<file path="src/ghrd_pkg.sv">
package ghrd_pkg;

  // ============================================================
  // board level vectors
  // ============================================================

  // push buttons, raw active low, debounced active high
  typedef logic [1:0] key_t;

  // slide switches
  typedef logic [3:0] sw_t;

  // user LEDs
  typedef logic [7:0] led_t;

  // trace event word to the processor trace module
  typedef logic [27:0] hw_events_t;

  // ============================================================
  // reset request bundle
  // ============================================================

  // cold in bit 0, same order as the request source
  typedef struct packed {
    logic debug;
    logic warm;
    logic cold;
  } reset_req_t;

  // ============================================================
  // pulse stretcher FSM
  // ============================================================

  typedef enum logic {
    PULSE_IDLE   = 1'b0,
    PULSE_ACTIVE = 1'b1
  } pulse_state_t;

endpackage

</file>
<file path="src/edge_pulse_stretcher.sv">
`timescale 1ns/1ps

module edge_pulse_stretcher #(
  parameter int PULSE_EXT             = 6,
  parameter int EDGE_TYPE             = 1,
  parameter int IGNORE_RST_WHILE_BUSY = 1
) (
  input  logic fpga_clk1_50,
  input  logic rst_n,
  input  logic signal_in,
  output logic pulse_out
);

  localparam int CNT_W = $clog2(PULSE_EXT + 1);

  logic                   sig_d;      // previous input sample
  logic                   edge_det;
  logic                   edge_q;     // edge seen while idle
  logic                   rst_hold;   // reset masked by a running pulse
  logic [CNT_W-1:0]       cnt;
  ghrd_pkg::pulse_state_t state;

  // ============================================================
  // edge detection
  // ============================================================

  always_ff @(posedge fpga_clk1_50) begin
    sig_d <= signal_in;  // keeps tracking through reset
  end

  assign edge_det = (EDGE_TYPE != 0) ? (signal_in & ~sig_d)
                                     : (~signal_in & sig_d);

  always_ff @(posedge fpga_clk1_50) begin
    if (!rst_n) begin
      edge_q <= 1'b0;
    end else begin
      edge_q <= edge_det & (state == ghrd_pkg::PULSE_IDLE);  // no retrigger
    end
  end

  // ============================================================
  // pulse FSM
  // ============================================================

  assign rst_hold = (IGNORE_RST_WHILE_BUSY != 0) && (state == ghrd_pkg::PULSE_ACTIVE);

  always_ff @(posedge fpga_clk1_50) begin
    if (!rst_n && !rst_hold) begin
      state <= ghrd_pkg::PULSE_IDLE;
      cnt   <= '0;
    end else begin
      case (state)
        ghrd_pkg::PULSE_IDLE: begin
          if (edge_q) begin
            state <= ghrd_pkg::PULSE_ACTIVE;
            cnt   <= CNT_W'(PULSE_EXT - 1);  // last cycle at zero
          end
        end
        ghrd_pkg::PULSE_ACTIVE: begin
          if (cnt == '0) begin
            state <= ghrd_pkg::PULSE_IDLE;
          end else begin
            cnt <= cnt - 1'b1;
          end
        end
        default: begin
          state <= ghrd_pkg::PULSE_IDLE;
          cnt   <= '0;
        end
      endcase
    end
  end

  assign pulse_out = (state == ghrd_pkg::PULSE_ACTIVE);

  // pulse is gone PULSE_EXT cycles after it rises, reset or not
  a_pulse_len : assert property (@(posedge fpga_clk1_50)
    $rose(pulse_out) |-> ##PULSE_EXT !pulse_out);

  a_idle_cnt : assert property (@(posedge fpga_clk1_50)
    (state == ghrd_pkg::PULSE_IDLE) |-> (cnt == '0));

endmodule

</file>
<file path="src/button_debouncer.sv">
`timescale 1ns/1ps

module button_debouncer #(
  parameter int DEBOUNCE_CYCLES = 16
) (
  input  logic           fpga_clk1_50,
  input  logic           rst_n,
  input  ghrd_pkg::key_t key,
  output ghrd_pkg::key_t buttons
);

  localparam int KEY_W = $bits(ghrd_pkg::key_t);
  localparam int CNT_W = $clog2(DEBOUNCE_CYCLES + 1);

  ghrd_pkg::key_t   key_meta;
  ghrd_pkg::key_t   key_sync;
  logic [CNT_W-1:0] cnt [KEY_W];  // stable cycles per button

  // ============================================================
  // synchronizer
  // ============================================================

  always_ff @(posedge fpga_clk1_50) begin
    if (!rst_n) begin
      key_meta <= '1;  // released
      key_sync <= '1;
    end else begin
      key_meta <= key;
      key_sync <= key_meta;
    end
  end

  // ============================================================
  // stability counters
  // ============================================================

  always_ff @(posedge fpga_clk1_50) begin
    if (!rst_n) begin
      buttons <= '0;
      for (int i = 0; i < KEY_W; i++) begin
        cnt[i] <= '0;
      end
    end else begin
      for (int i = 0; i < KEY_W; i++) begin
        if (~key_sync[i] != buttons[i]) begin
          if (cnt[i] == CNT_W'(DEBOUNCE_CYCLES)) begin
            buttons[i] <= ~key_sync[i];  // pressed = 1
            cnt[i]     <= '0;
          end else begin
            cnt[i] <= cnt[i] + 1'b1;
          end
        end else begin
          cnt[i] <= '0;  // bounce, start over
        end
      end
    end
  end

  for (genvar g = 0; g < KEY_W; g++) begin : g_chk
    a_change_at_limit : assert property (@(posedge fpga_clk1_50) disable iff (!rst_n)
      $changed(buttons[g]) |-> ($past(cnt[g]) == CNT_W'(DEBOUNCE_CYCLES)));
  end

endmodule

</file>
<file path="src/led_driver.sv">
`timescale 1ns/1ps

module led_driver #(
  parameter int HEARTBEAT_CYCLES = 50
) (
  input  logic                 fpga_clk1_50,
  input  logic                 rst_n,
  input  ghrd_pkg::sw_t        sw,
  input  ghrd_pkg::key_t       buttons,
  input  ghrd_pkg::reset_req_t hps_reset,
  output ghrd_pkg::led_t       led
);

  localparam int HB_W = $clog2(HEARTBEAT_CYCLES + 1);

  logic [HB_W-1:0] hb_cnt;
  logic            rst_active;

  assign rst_active = hps_reset.cold | hps_reset.warm | hps_reset.debug;

  // ============================================================
  // LED register
  // ============================================================

  always_ff @(posedge fpga_clk1_50) begin
    if (!rst_n) begin
      led    <= '0;
      hb_cnt <= '0;
    end else begin
      led[7:4] <= sw;          // switches
      led[3:2] <= buttons;     // debounced keys
      led[1]   <= rst_active;  // any reset pulse running

      // heartbeat
      if (hb_cnt == HB_W'(HEARTBEAT_CYCLES - 1)) begin
        hb_cnt <= '0;
        led[0] <= ~led[0];
      end else begin
        hb_cnt <= hb_cnt + 1'b1;
      end
    end
  end

endmodule

</file>
<file path="src/hps_reset_ctrl.sv">
`timescale 1ns/1ps

module hps_reset_ctrl #(
  parameter int COLD_PULSE_EXT  = 6,
  parameter int WARM_PULSE_EXT  = 2,
  parameter int DEBUG_PULSE_EXT = 32
) (
  input  logic                 fpga_clk1_50,
  input  logic                 rst_n,
  input  ghrd_pkg::reset_req_t reset_req,
  output ghrd_pkg::reset_req_t hps_reset
);

  logic cold_pulse;
  logic warm_pulse;
  logic debug_pulse;

  // rising edge, pulse survives fabric reset
  edge_pulse_stretcher #(
    .PULSE_EXT             (COLD_PULSE_EXT),
    .EDGE_TYPE             (1),
    .IGNORE_RST_WHILE_BUSY (1)
  ) pulse_cold_reset (
    .fpga_clk1_50 (fpga_clk1_50),
    .rst_n        (rst_n),
    .signal_in    (reset_req.cold),
    .pulse_out    (cold_pulse)
  );

  edge_pulse_stretcher #(
    .PULSE_EXT             (WARM_PULSE_EXT),
    .EDGE_TYPE             (1),
    .IGNORE_RST_WHILE_BUSY (1)
  ) pulse_warm_reset (
    .fpga_clk1_50 (fpga_clk1_50),
    .rst_n        (rst_n),
    .signal_in    (reset_req.warm),
    .pulse_out    (warm_pulse)
  );

  edge_pulse_stretcher #(
    .PULSE_EXT             (DEBUG_PULSE_EXT),
    .EDGE_TYPE             (1),
    .IGNORE_RST_WHILE_BUSY (1)
  ) pulse_debug_reset (
    .fpga_clk1_50 (fpga_clk1_50),
    .rst_n        (rst_n),
    .signal_in    (reset_req.debug),
    .pulse_out    (debug_pulse)
  );

  assign hps_reset = '{debug: debug_pulse, warm: warm_pulse, cold: cold_pulse};

endmodule

</file>
<file path="src/ghrd_fabric.sv">
`timescale 1ns/1ps

module ghrd_fabric #(
  parameter int DEBOUNCE_CYCLES  = 16,
  parameter int HEARTBEAT_CYCLES = 50,
  parameter int COLD_PULSE_EXT   = 6,
  parameter int WARM_PULSE_EXT   = 2,
  parameter int DEBUG_PULSE_EXT  = 32
) (
  input  logic                 fpga_clk1_50,
  input  logic                 rst_n,
  input  ghrd_pkg::key_t       key,
  input  ghrd_pkg::sw_t        sw,
  input  ghrd_pkg::reset_req_t reset_req,
  output ghrd_pkg::led_t       led,
  output ghrd_pkg::hw_events_t stm_hw_events,
  output ghrd_pkg::reset_req_t hps_reset
);

  // zero fill above the packed status fields
  localparam int EVT_PAD = $bits(ghrd_pkg::hw_events_t) - $bits(ghrd_pkg::sw_t)
                         - $bits(ghrd_pkg::led_t) - $bits(ghrd_pkg::key_t);

  ghrd_pkg::key_t buttons;  // debounced, active high

  // ============================================================
  // blocks
  // ============================================================

  button_debouncer #(
    .DEBOUNCE_CYCLES (DEBOUNCE_CYCLES)
  ) u_button_debouncer (
    .fpga_clk1_50 (fpga_clk1_50),
    .rst_n        (rst_n),
    .key          (key),
    .buttons      (buttons)
  );

  hps_reset_ctrl #(
    .COLD_PULSE_EXT  (COLD_PULSE_EXT),
    .WARM_PULSE_EXT  (WARM_PULSE_EXT),
    .DEBUG_PULSE_EXT (DEBUG_PULSE_EXT)
  ) u_hps_reset_ctrl (
    .fpga_clk1_50 (fpga_clk1_50),
    .rst_n        (rst_n),
    .reset_req    (reset_req),
    .hps_reset    (hps_reset)
  );

  led_driver #(
    .HEARTBEAT_CYCLES (HEARTBEAT_CYCLES)
  ) u_led_driver (
    .fpga_clk1_50 (fpga_clk1_50),
    .rst_n        (rst_n),
    .sw           (sw),
    .buttons      (buttons),
    .hps_reset    (hps_reset),
    .led          (led)
  );

  // ============================================================
  // trace event word
  // ============================================================

  assign stm_hw_events = {{EVT_PAD{1'b0}}, sw, led, buttons};

endmodule

</file>
<file path="config.mk">
export PLATFORM = sky130hd
export DESIGN_NAME = ghrd_fabric
export DESIGN_NICKNAME = d
export VERILOG_FILES = /design/src/ghrd_pkg.sv /design/src/edge_pulse_stretcher.sv /design/src/button_debouncer.sv /design/src/led_driver.sv /design/src/hps_reset_ctrl.sv /design/src/ghrd_fabric.sv
export SDC_FILE = /design/constraint.sdc
export NUM_CORES = 1
export LEC_CHECK = 0
export BUFFER_PORTS_ARGS = -buffer_cell sky130_fd_sc_hd__buf_2
export CAP_MARGIN = 20
export CORE_AREA = 2 2 60 90
export DETAILED_ROUTE_END_ITERATION = 16
export DIE_AREA = 0 0 62 92
export GPL_TIMING_DRIVEN = 0
export HOLD_SLACK_MARGIN = 0.02
export PLACE_DENSITY = 0.73
export SLEW_MARGIN = 5
export SYNTH_ARGS = -nofsm -noshare
export SYNTH_HDL_FRONTEND = slang
export SYNTH_SLANG_ARGS = --single-unit
</file>
<file path="constraint.sdc">
create_clock -name fpga_clk1_50 -period 1.52 [get_ports fpga_clk1_50]
set_clock_uncertainty 0.05 [all_clocks]
set_input_delay 0.228 -clock fpga_clk1_50 [delete_from_list [all_inputs] [get_ports fpga_clk1_50]]
set_output_delay 0.228 -clock fpga_clk1_50 [all_outputs]
set_load 0.01 [all_outputs]
</file>
== Yosys cells after proc, flatten, opt, wreduce, memory -nomap -nowiden ==
Memory sizes are Yosys's and may differ from the RTL's.
Index checks and enable logic that the tools add are counted.

* $add $sub $neg: 6
* Eq/ne operators: 11
* Mux-type cells: 47
* Bitwise gates (word level): 24
* Reduce and logical (&&, ||, !) cells: 16

{| class="wikitable"
|+ Operators by type and width
! operator !! number
|-
| $mux 5 || 6
|-
| $mux 1 || 29
|-
| $mux 6 || 2
|-
| $ne 2x2->1 const B || 6
|-
| $pmux 6 s2 || 1
|-
| $add 5x1->5 const B || 2
|-
| $eq 5x5->1 const B || 2
|-
| $not 1->1 || 10
|-
| $reduce_and 2->1 || 5
|-
| $or 1x1->1 || 8
|-
| $add 6x1->6 const B || 1
|-
| $and 1x1->1 || 6
|-
| $eq 6x6->1 const B || 1
|-
| $logic_not 6->1 || 1
|-
| $mux 3 || 2
|-
| $pmux 1 s2 || 3
|-
| $pmux 3 s2 || 1
|-
| $sub 6x1->6 const B || 1
|-
| $logic_not 1->1 || 4
|-
| $mux 2 || 2
|-
| $pmux 2 s2 || 1
|-
| $logic_and 1x1->1 || 3
|-
| $logic_not 3->1 || 1
|-
| $sub 3x1->3 const B || 1
|-
| other kinds (4) || 5
|}

* Register bits after elaboration: 40
* Bits in writable memories: 10
* Input port bits: 11
* Output and inout bits: 39
* Logic and storage cells: 124
* Memories kept: 1

{| class="wikitable"
|+ Memory list
! name !! depth !! bits a word !! rd ports !! clocked after Yosys merged registers in !! write ports !! line !! text
|-
| u_button_debouncer.cnt || 2 || 5 || 2 || 0 || 2 || button_debouncer.sv:17 || <nowiki>logic [CNT_W-1:0] cnt [KEY_W];</nowiki>
|}

== Depth between registers and ports, before layout ==
An unclocked memory read counts as a cell.

* Word-level depth: 9
* Gate-level depth with buffers: 6
* Gate-level depth less buffers: 6

== By module ==
Synthesis repeated with hierarchy kept, for this count alone.

* Cell total of the unflattened synthesis: 233
* Area total of the unflattened synthesis: 2431.1 µm²

{| class="wikitable"
|+ Modules (own cells, without submodules)
! module !! times used !! cells each !! area an instance (µm²) !! sequential area each (µm²)
|-
| button_debouncer || 1 || 61 || 757.0 || 420.4
|-
| led_driver || 1 || 43 || 486.7 || 280.3
|-
| edge_pulse_stretcher (u_hps_reset_ctrl.pulse_debug_reset) || 1 || 49 || 464.2 || 180.2
|-
| edge_pulse_stretcher (u_hps_reset_ctrl.pulse_cold_reset) || 1 || 29 || 285.3 || 120.1
|-
| edge_pulse_stretcher (u_hps_reset_ctrl.pulse_warm_reset) || 1 || 21 || 216.5 || 100.1
|-
| ghrd_fabric || 1 || 27 || 198.9 || 0.0
|-
| hps_reset_ctrl || 1 || 3 || 22.5 || 0.0
|}

== Worst setup path before layout ==
OpenSTA, ideal clock, no wires.

* Path type: register to register
* Start point: register u_hps_reset_ctrl.pulse_debug_reset.cnt[0]
* End point: register u_hps_reset_ctrl.pulse_debug_reset.cnt[1]
* Library setup time: 0.119 ns
* Arrival: 1.274 ns
* Required time: 1.351 ns
* Path slack: 0.078 ns
* Stages on the path, launching flop included: 7
* Path buffers: 0
* Period minus slack after synthesis: 1.442 ns
* Cells stage by stage: dfxtp_1 > inv_1 > ha_1 > nand4bb_4 > nor3_4 > nor2_1 > o221a_1

* Cells in the longest elaborated chain, start to end: 3
* Elaborated cells between the ends (all ways): 6
* Those cells by class: add/sub: 1; eq/ne: 1; mux: 2; reduce/logical: 2

{| class="wikitable"
|+ Ends and longest elaborated chain
! element !! line !! text
|-
| from (decl) || edge_pulse_stretcher.sv:20 || <nowiki>logic [CNT_W-1:0] cnt;</nowiki>
|-
| from (signal assigned) || edge_pulse_stretcher.sv:57 || <nowiki>cnt <= CNT_W'(PULSE_EXT - 1);</nowiki>
|-
| from (signal assigned) || edge_pulse_stretcher.sv:64 || <nowiki>cnt <= cnt - 1'b1;</nowiki>
|-
| $sub 6x1->6 / $logic_not 6->1 (equally long branches) || edge_pulse_stretcher.sv:64, edge_pulse_stretcher.sv:61 ||
|-
| $mux 6 / $ne 2x2->1 (equally long branches) || - ||
|-
| $pmux 6 s2 / $reduce_and 2->1 (equally long branches) || - ||
|}

Several ways; a longest one is shown, not always the timed one. The select of a mux whose other input is x is not followed.
A chain may end at the register's enable or synchronous reset.

==> impl_metrics.json <==
{
  "ff2ff_path_depth": 5,
  "core_area_mm2": 0.00500,
  "cts-htree-levels": 2,
  "hold_class": "in2reg",
  "drt_iter0_drc": 24,
  "final-setup-viol-count": 0,
  "powerDensity_mw_per_mm2": 1170,
  "clock_sinks": 50,
  "period_minus_slack_ns": 1.44,
  "clkTransAtPathRegs_ns": 0.09,
  "ys.flop_type": "dfxtp_1",
  "rows": 32,
  "cp-startpoint": "u_button_debouncer.cnt[0][0]",
  "finalCritPeriodShare_pct": 95.1,
  "critPathRequiredTime_ns": 1.53,
  "drc_errors": 0,
  "layout.cells.non_filler": 374,
  "post_drt_wl_per_cell_um": 10.2,
  "drtPass1Iterations": 4,
  "drtAntennaViolNets": 0,
  "dp_hpwl_mm": 2.85,
  "r2r-start": "u_button_debouncer.cnt[0][0]",
  "critical_path.endpoint": "u_button_debouncer.cnt[0][1]",
  "ioPinCount": 50,
  "ys_types": 41,
  "die_w_um": 62,
  "grt_usage_pct": 14.8,
  "fp.dieArea_mm2": 0.00570,
  "cts.root.buffer_cell": "clkbuf_8",
  "synth_most_common_cell": "dfxtp_1",
  "clock_latency_ns": 0.29,
  "power_frac_comb_pct": 23.5,
  "num_antenna_cells": 0,
  "placed_area_mm2": 0.00263,
  "grt_pass1_wl_mm": 6.39,
  "antenna_found_initial": 0,
  "die_h_um": 92,
  "ys_seq_area_share_pct": 48.1,
  "r2r_setup_slack_ns": 0.08,
  "syn-instance-count": 233,
  "vias_per_cell": 4.45,
  "port_buffers": 35,
  "slowest_delay_ns": 0.42,
  "stdcell_area_mm2": 0.00285,
  "p_clk_share_pct": 26.9,
  "cts_tree": "done",
  "total_power_mw": 3.33,
  "drive_above_1_share_pct": 29.4,
  "final_nets": 326,
  "pwr-share-seq_pct": 49.7,
  "grt_pass1_vias": 1544,
  "synth_largest_area_cell": "dfxtp_1",
  "fmax_ghz": 0.692,
  "critical_path_arrival_ns": 1.45,
  "cp_max_fo": 3,
  "syn_area_mm2": 0.00229,
  "syn2layout_area_growth_pct": 24.5,
  "path_class": "reg2reg",
  "gp_congestion": 0.804,
  "swShare_pct": 27.7,
  "path_cells": "inv_1, ha_1, and4bb_2, nor2_4, and3_1",
  "hold_viol_final": 0,
  "p_int_mw": 2.41,
  "yosys_register_bits": 50,
  "maxCapViolCount": 0,
  "synthTopCellsByCount": "40 x dfxtp_1, 30 x buf_4, 25 x nor2_1",
  "grt_max_degree": 15,
  "synth_top_area_share_pct": 35.0,
  "yosys_warnings": 0,
  "cp-start-kind": "flip-flop",
  "p_leak_nw": 1.33,
  "fin_util_pct": 57.0,
  "fin_hold_ws_ns": 0.0589,
  "crit_slowest_cell": "edfxtp_1",
  "avgSynthCellArea_um2": 9.83,
  "synthArstFlopShare_pct": 0,
  "synth-edff-count": 10,
  "start_util_pct": 45.7,
  "dp_cells": 358,
  "regToRegEndpoint": "u_button_debouncer.cnt[0][1]",
  "synthTopCellsByArea": "dfxtp_1 35%, edfxtp_1 13%, buf_4 9.8%",
  "overflow": 0,
  "cts_max_path_buffers": 2,
  "dr_total_vias": 1665,
  "outcome": "finished, final reports clean",
  "cts-buffers-inserted": 5,
  "routed_wl_mm": 3.83,
  "irDropWorstVdd_mv": 0.883,
  "endpoint_kind": "flip-flop",
  "p_switching_mw": 0.923,
  "report.final.slew_viol_count": 0
}
-- worst max-delay path: cells and delay by family (launching register included) --
kind	cells	cell delay, ns
and+or+nand+nor	3	0.53
adders and majority gates	1	0.13
buffers and inverters	1	0.08
DFF	1	0.42
-- how the worst min path moves through the flow --
| stage | startpoint | endpoint | slack [ns] | cells after the start |
|---|---|---|---|---|
| after floorplan | reset_req[0] | u_hps_reset_ctrl.pulse_cold_reset.sig_d | 0.21 | 0 |
| after detailed placement | reset_req[0] | u_hps_reset_ctrl.pulse_cold_reset.sig_d | 0.29 | 1 |
| after global placement | reset_req[2] | u_hps_reset_ctrl.pulse_debug_reset.sig_d | 0.29 | 1 |
| after CTS | key[0] | u_button_debouncer.key_meta[0] | 0.05 | 2 |
| final | key[0] | u_button_debouncer.key_meta[0] | 0.06 | 2 |
| after global routing | key[0] | u_button_debouncer.key_meta[0] | 0.06 | 2 |
-- registers in the layout, summed over array words and instances, names as in the netlist, 2 cells and up --
signal / flops
u_hps_reset_ctrl.pulse_cold_reset.cnt: 3
u_led_driver.led: 8
u_button_debouncer.key_meta: 2
u_button_debouncer.key_sync: 2
u_button_debouncer.buttons: 2
u_led_driver.hb_cnt: 6
u_button_debouncer.cnt: 10
u_hps_reset_ctrl.pulse_debug_reset.cnt: 6
u_hps_reset_ctrl.pulse_warm_reset.cnt: 2
-- power by group through the flow --
stage	clock network, mW	registers (mW)	logic [mW]
floorplan	0	1.65	0.562
global placement	0	1.68	0.689
detailed placement	0	1.68	0.707
CTS	0.931	1.65	0.734
global route	0.970	1.68	0.890
finish	0.895	1.65	0.781
-- layer usage --
metal	vias to the layer above	GRT usage, %	routed length (um)
li1	863	-	-
met1	755	16.1	1550
met2	39	25.9	2040
met3	8	3.10	143
met4	0	6.56	95
met5	-	0	0
-- cell type report --
cell class | instances | area (um2)
Tap cell | 68 | 85.1
Sequential cell | 50 | 1100
Clock inverter | 1 | 30.0
Inverter | 14 | 52.6
Fill cell | 459 | 2150
Timing Repair Buffer | 43 | 243
Buffer | 34 | 243
Clock buffer | 7 | 76.3
Multi-Input combinational cell | 157 | 1020
-- metrics by stage --
stage,worst slack (ns),setup TNS (ns)
floorplan,0.0776,0
finish,0.0752,0
global placement,-0.0879,-0.224
global route,-0.0230,-0.0278
detailed placement,-0.0918,-0.258
CTS,0.00510,0
-- what timing repair did --
action                                  in CTS  in global routing
gates resized for setup                      1                  9
hold buffers                                 3                  0
hold endpoints to repair                     3                  0
buffers inserted                             1                  4
endpoints found under the setup margin       6                 12
pin swaps                                    1                  2
-- cell families after synthesis --
logic type / count (synthesis) / synth area share [%]
AO/OA/AOI/OAI: 25 / 7.60
flip-flops: 50 / 48.1
buffers and inverters: 48 / 12.9
adder cells (fa/ha/maj): 10 / 5.46
XOR/XNOR: 13 / 4.97
other: 2 / 0.328
AND/OR/NAND/NOR: 85 / 20.7
-- layout by cell type (no fill, tap or decap), drive strengths merged, types with 4 or more instances in the layout --
| master | count |
|---|---|
| nand2 | 17 |
| o21ai | 8 |
| nand2b | 6 |
| buf | 72 |
| a21oi | 4 |
| xor2 | 7 |
| inv | 14 |
| clkbuf | 9 |
| nor2 | 25 |
| edfxtp | 10 |
| dfxtp | 40 |
| xnor2 | 6 |
| nand3 | 11 |
| conb | 24 |
| and2 | 7 |
| ha | 10 |
(Power assumes the default switching activity.)
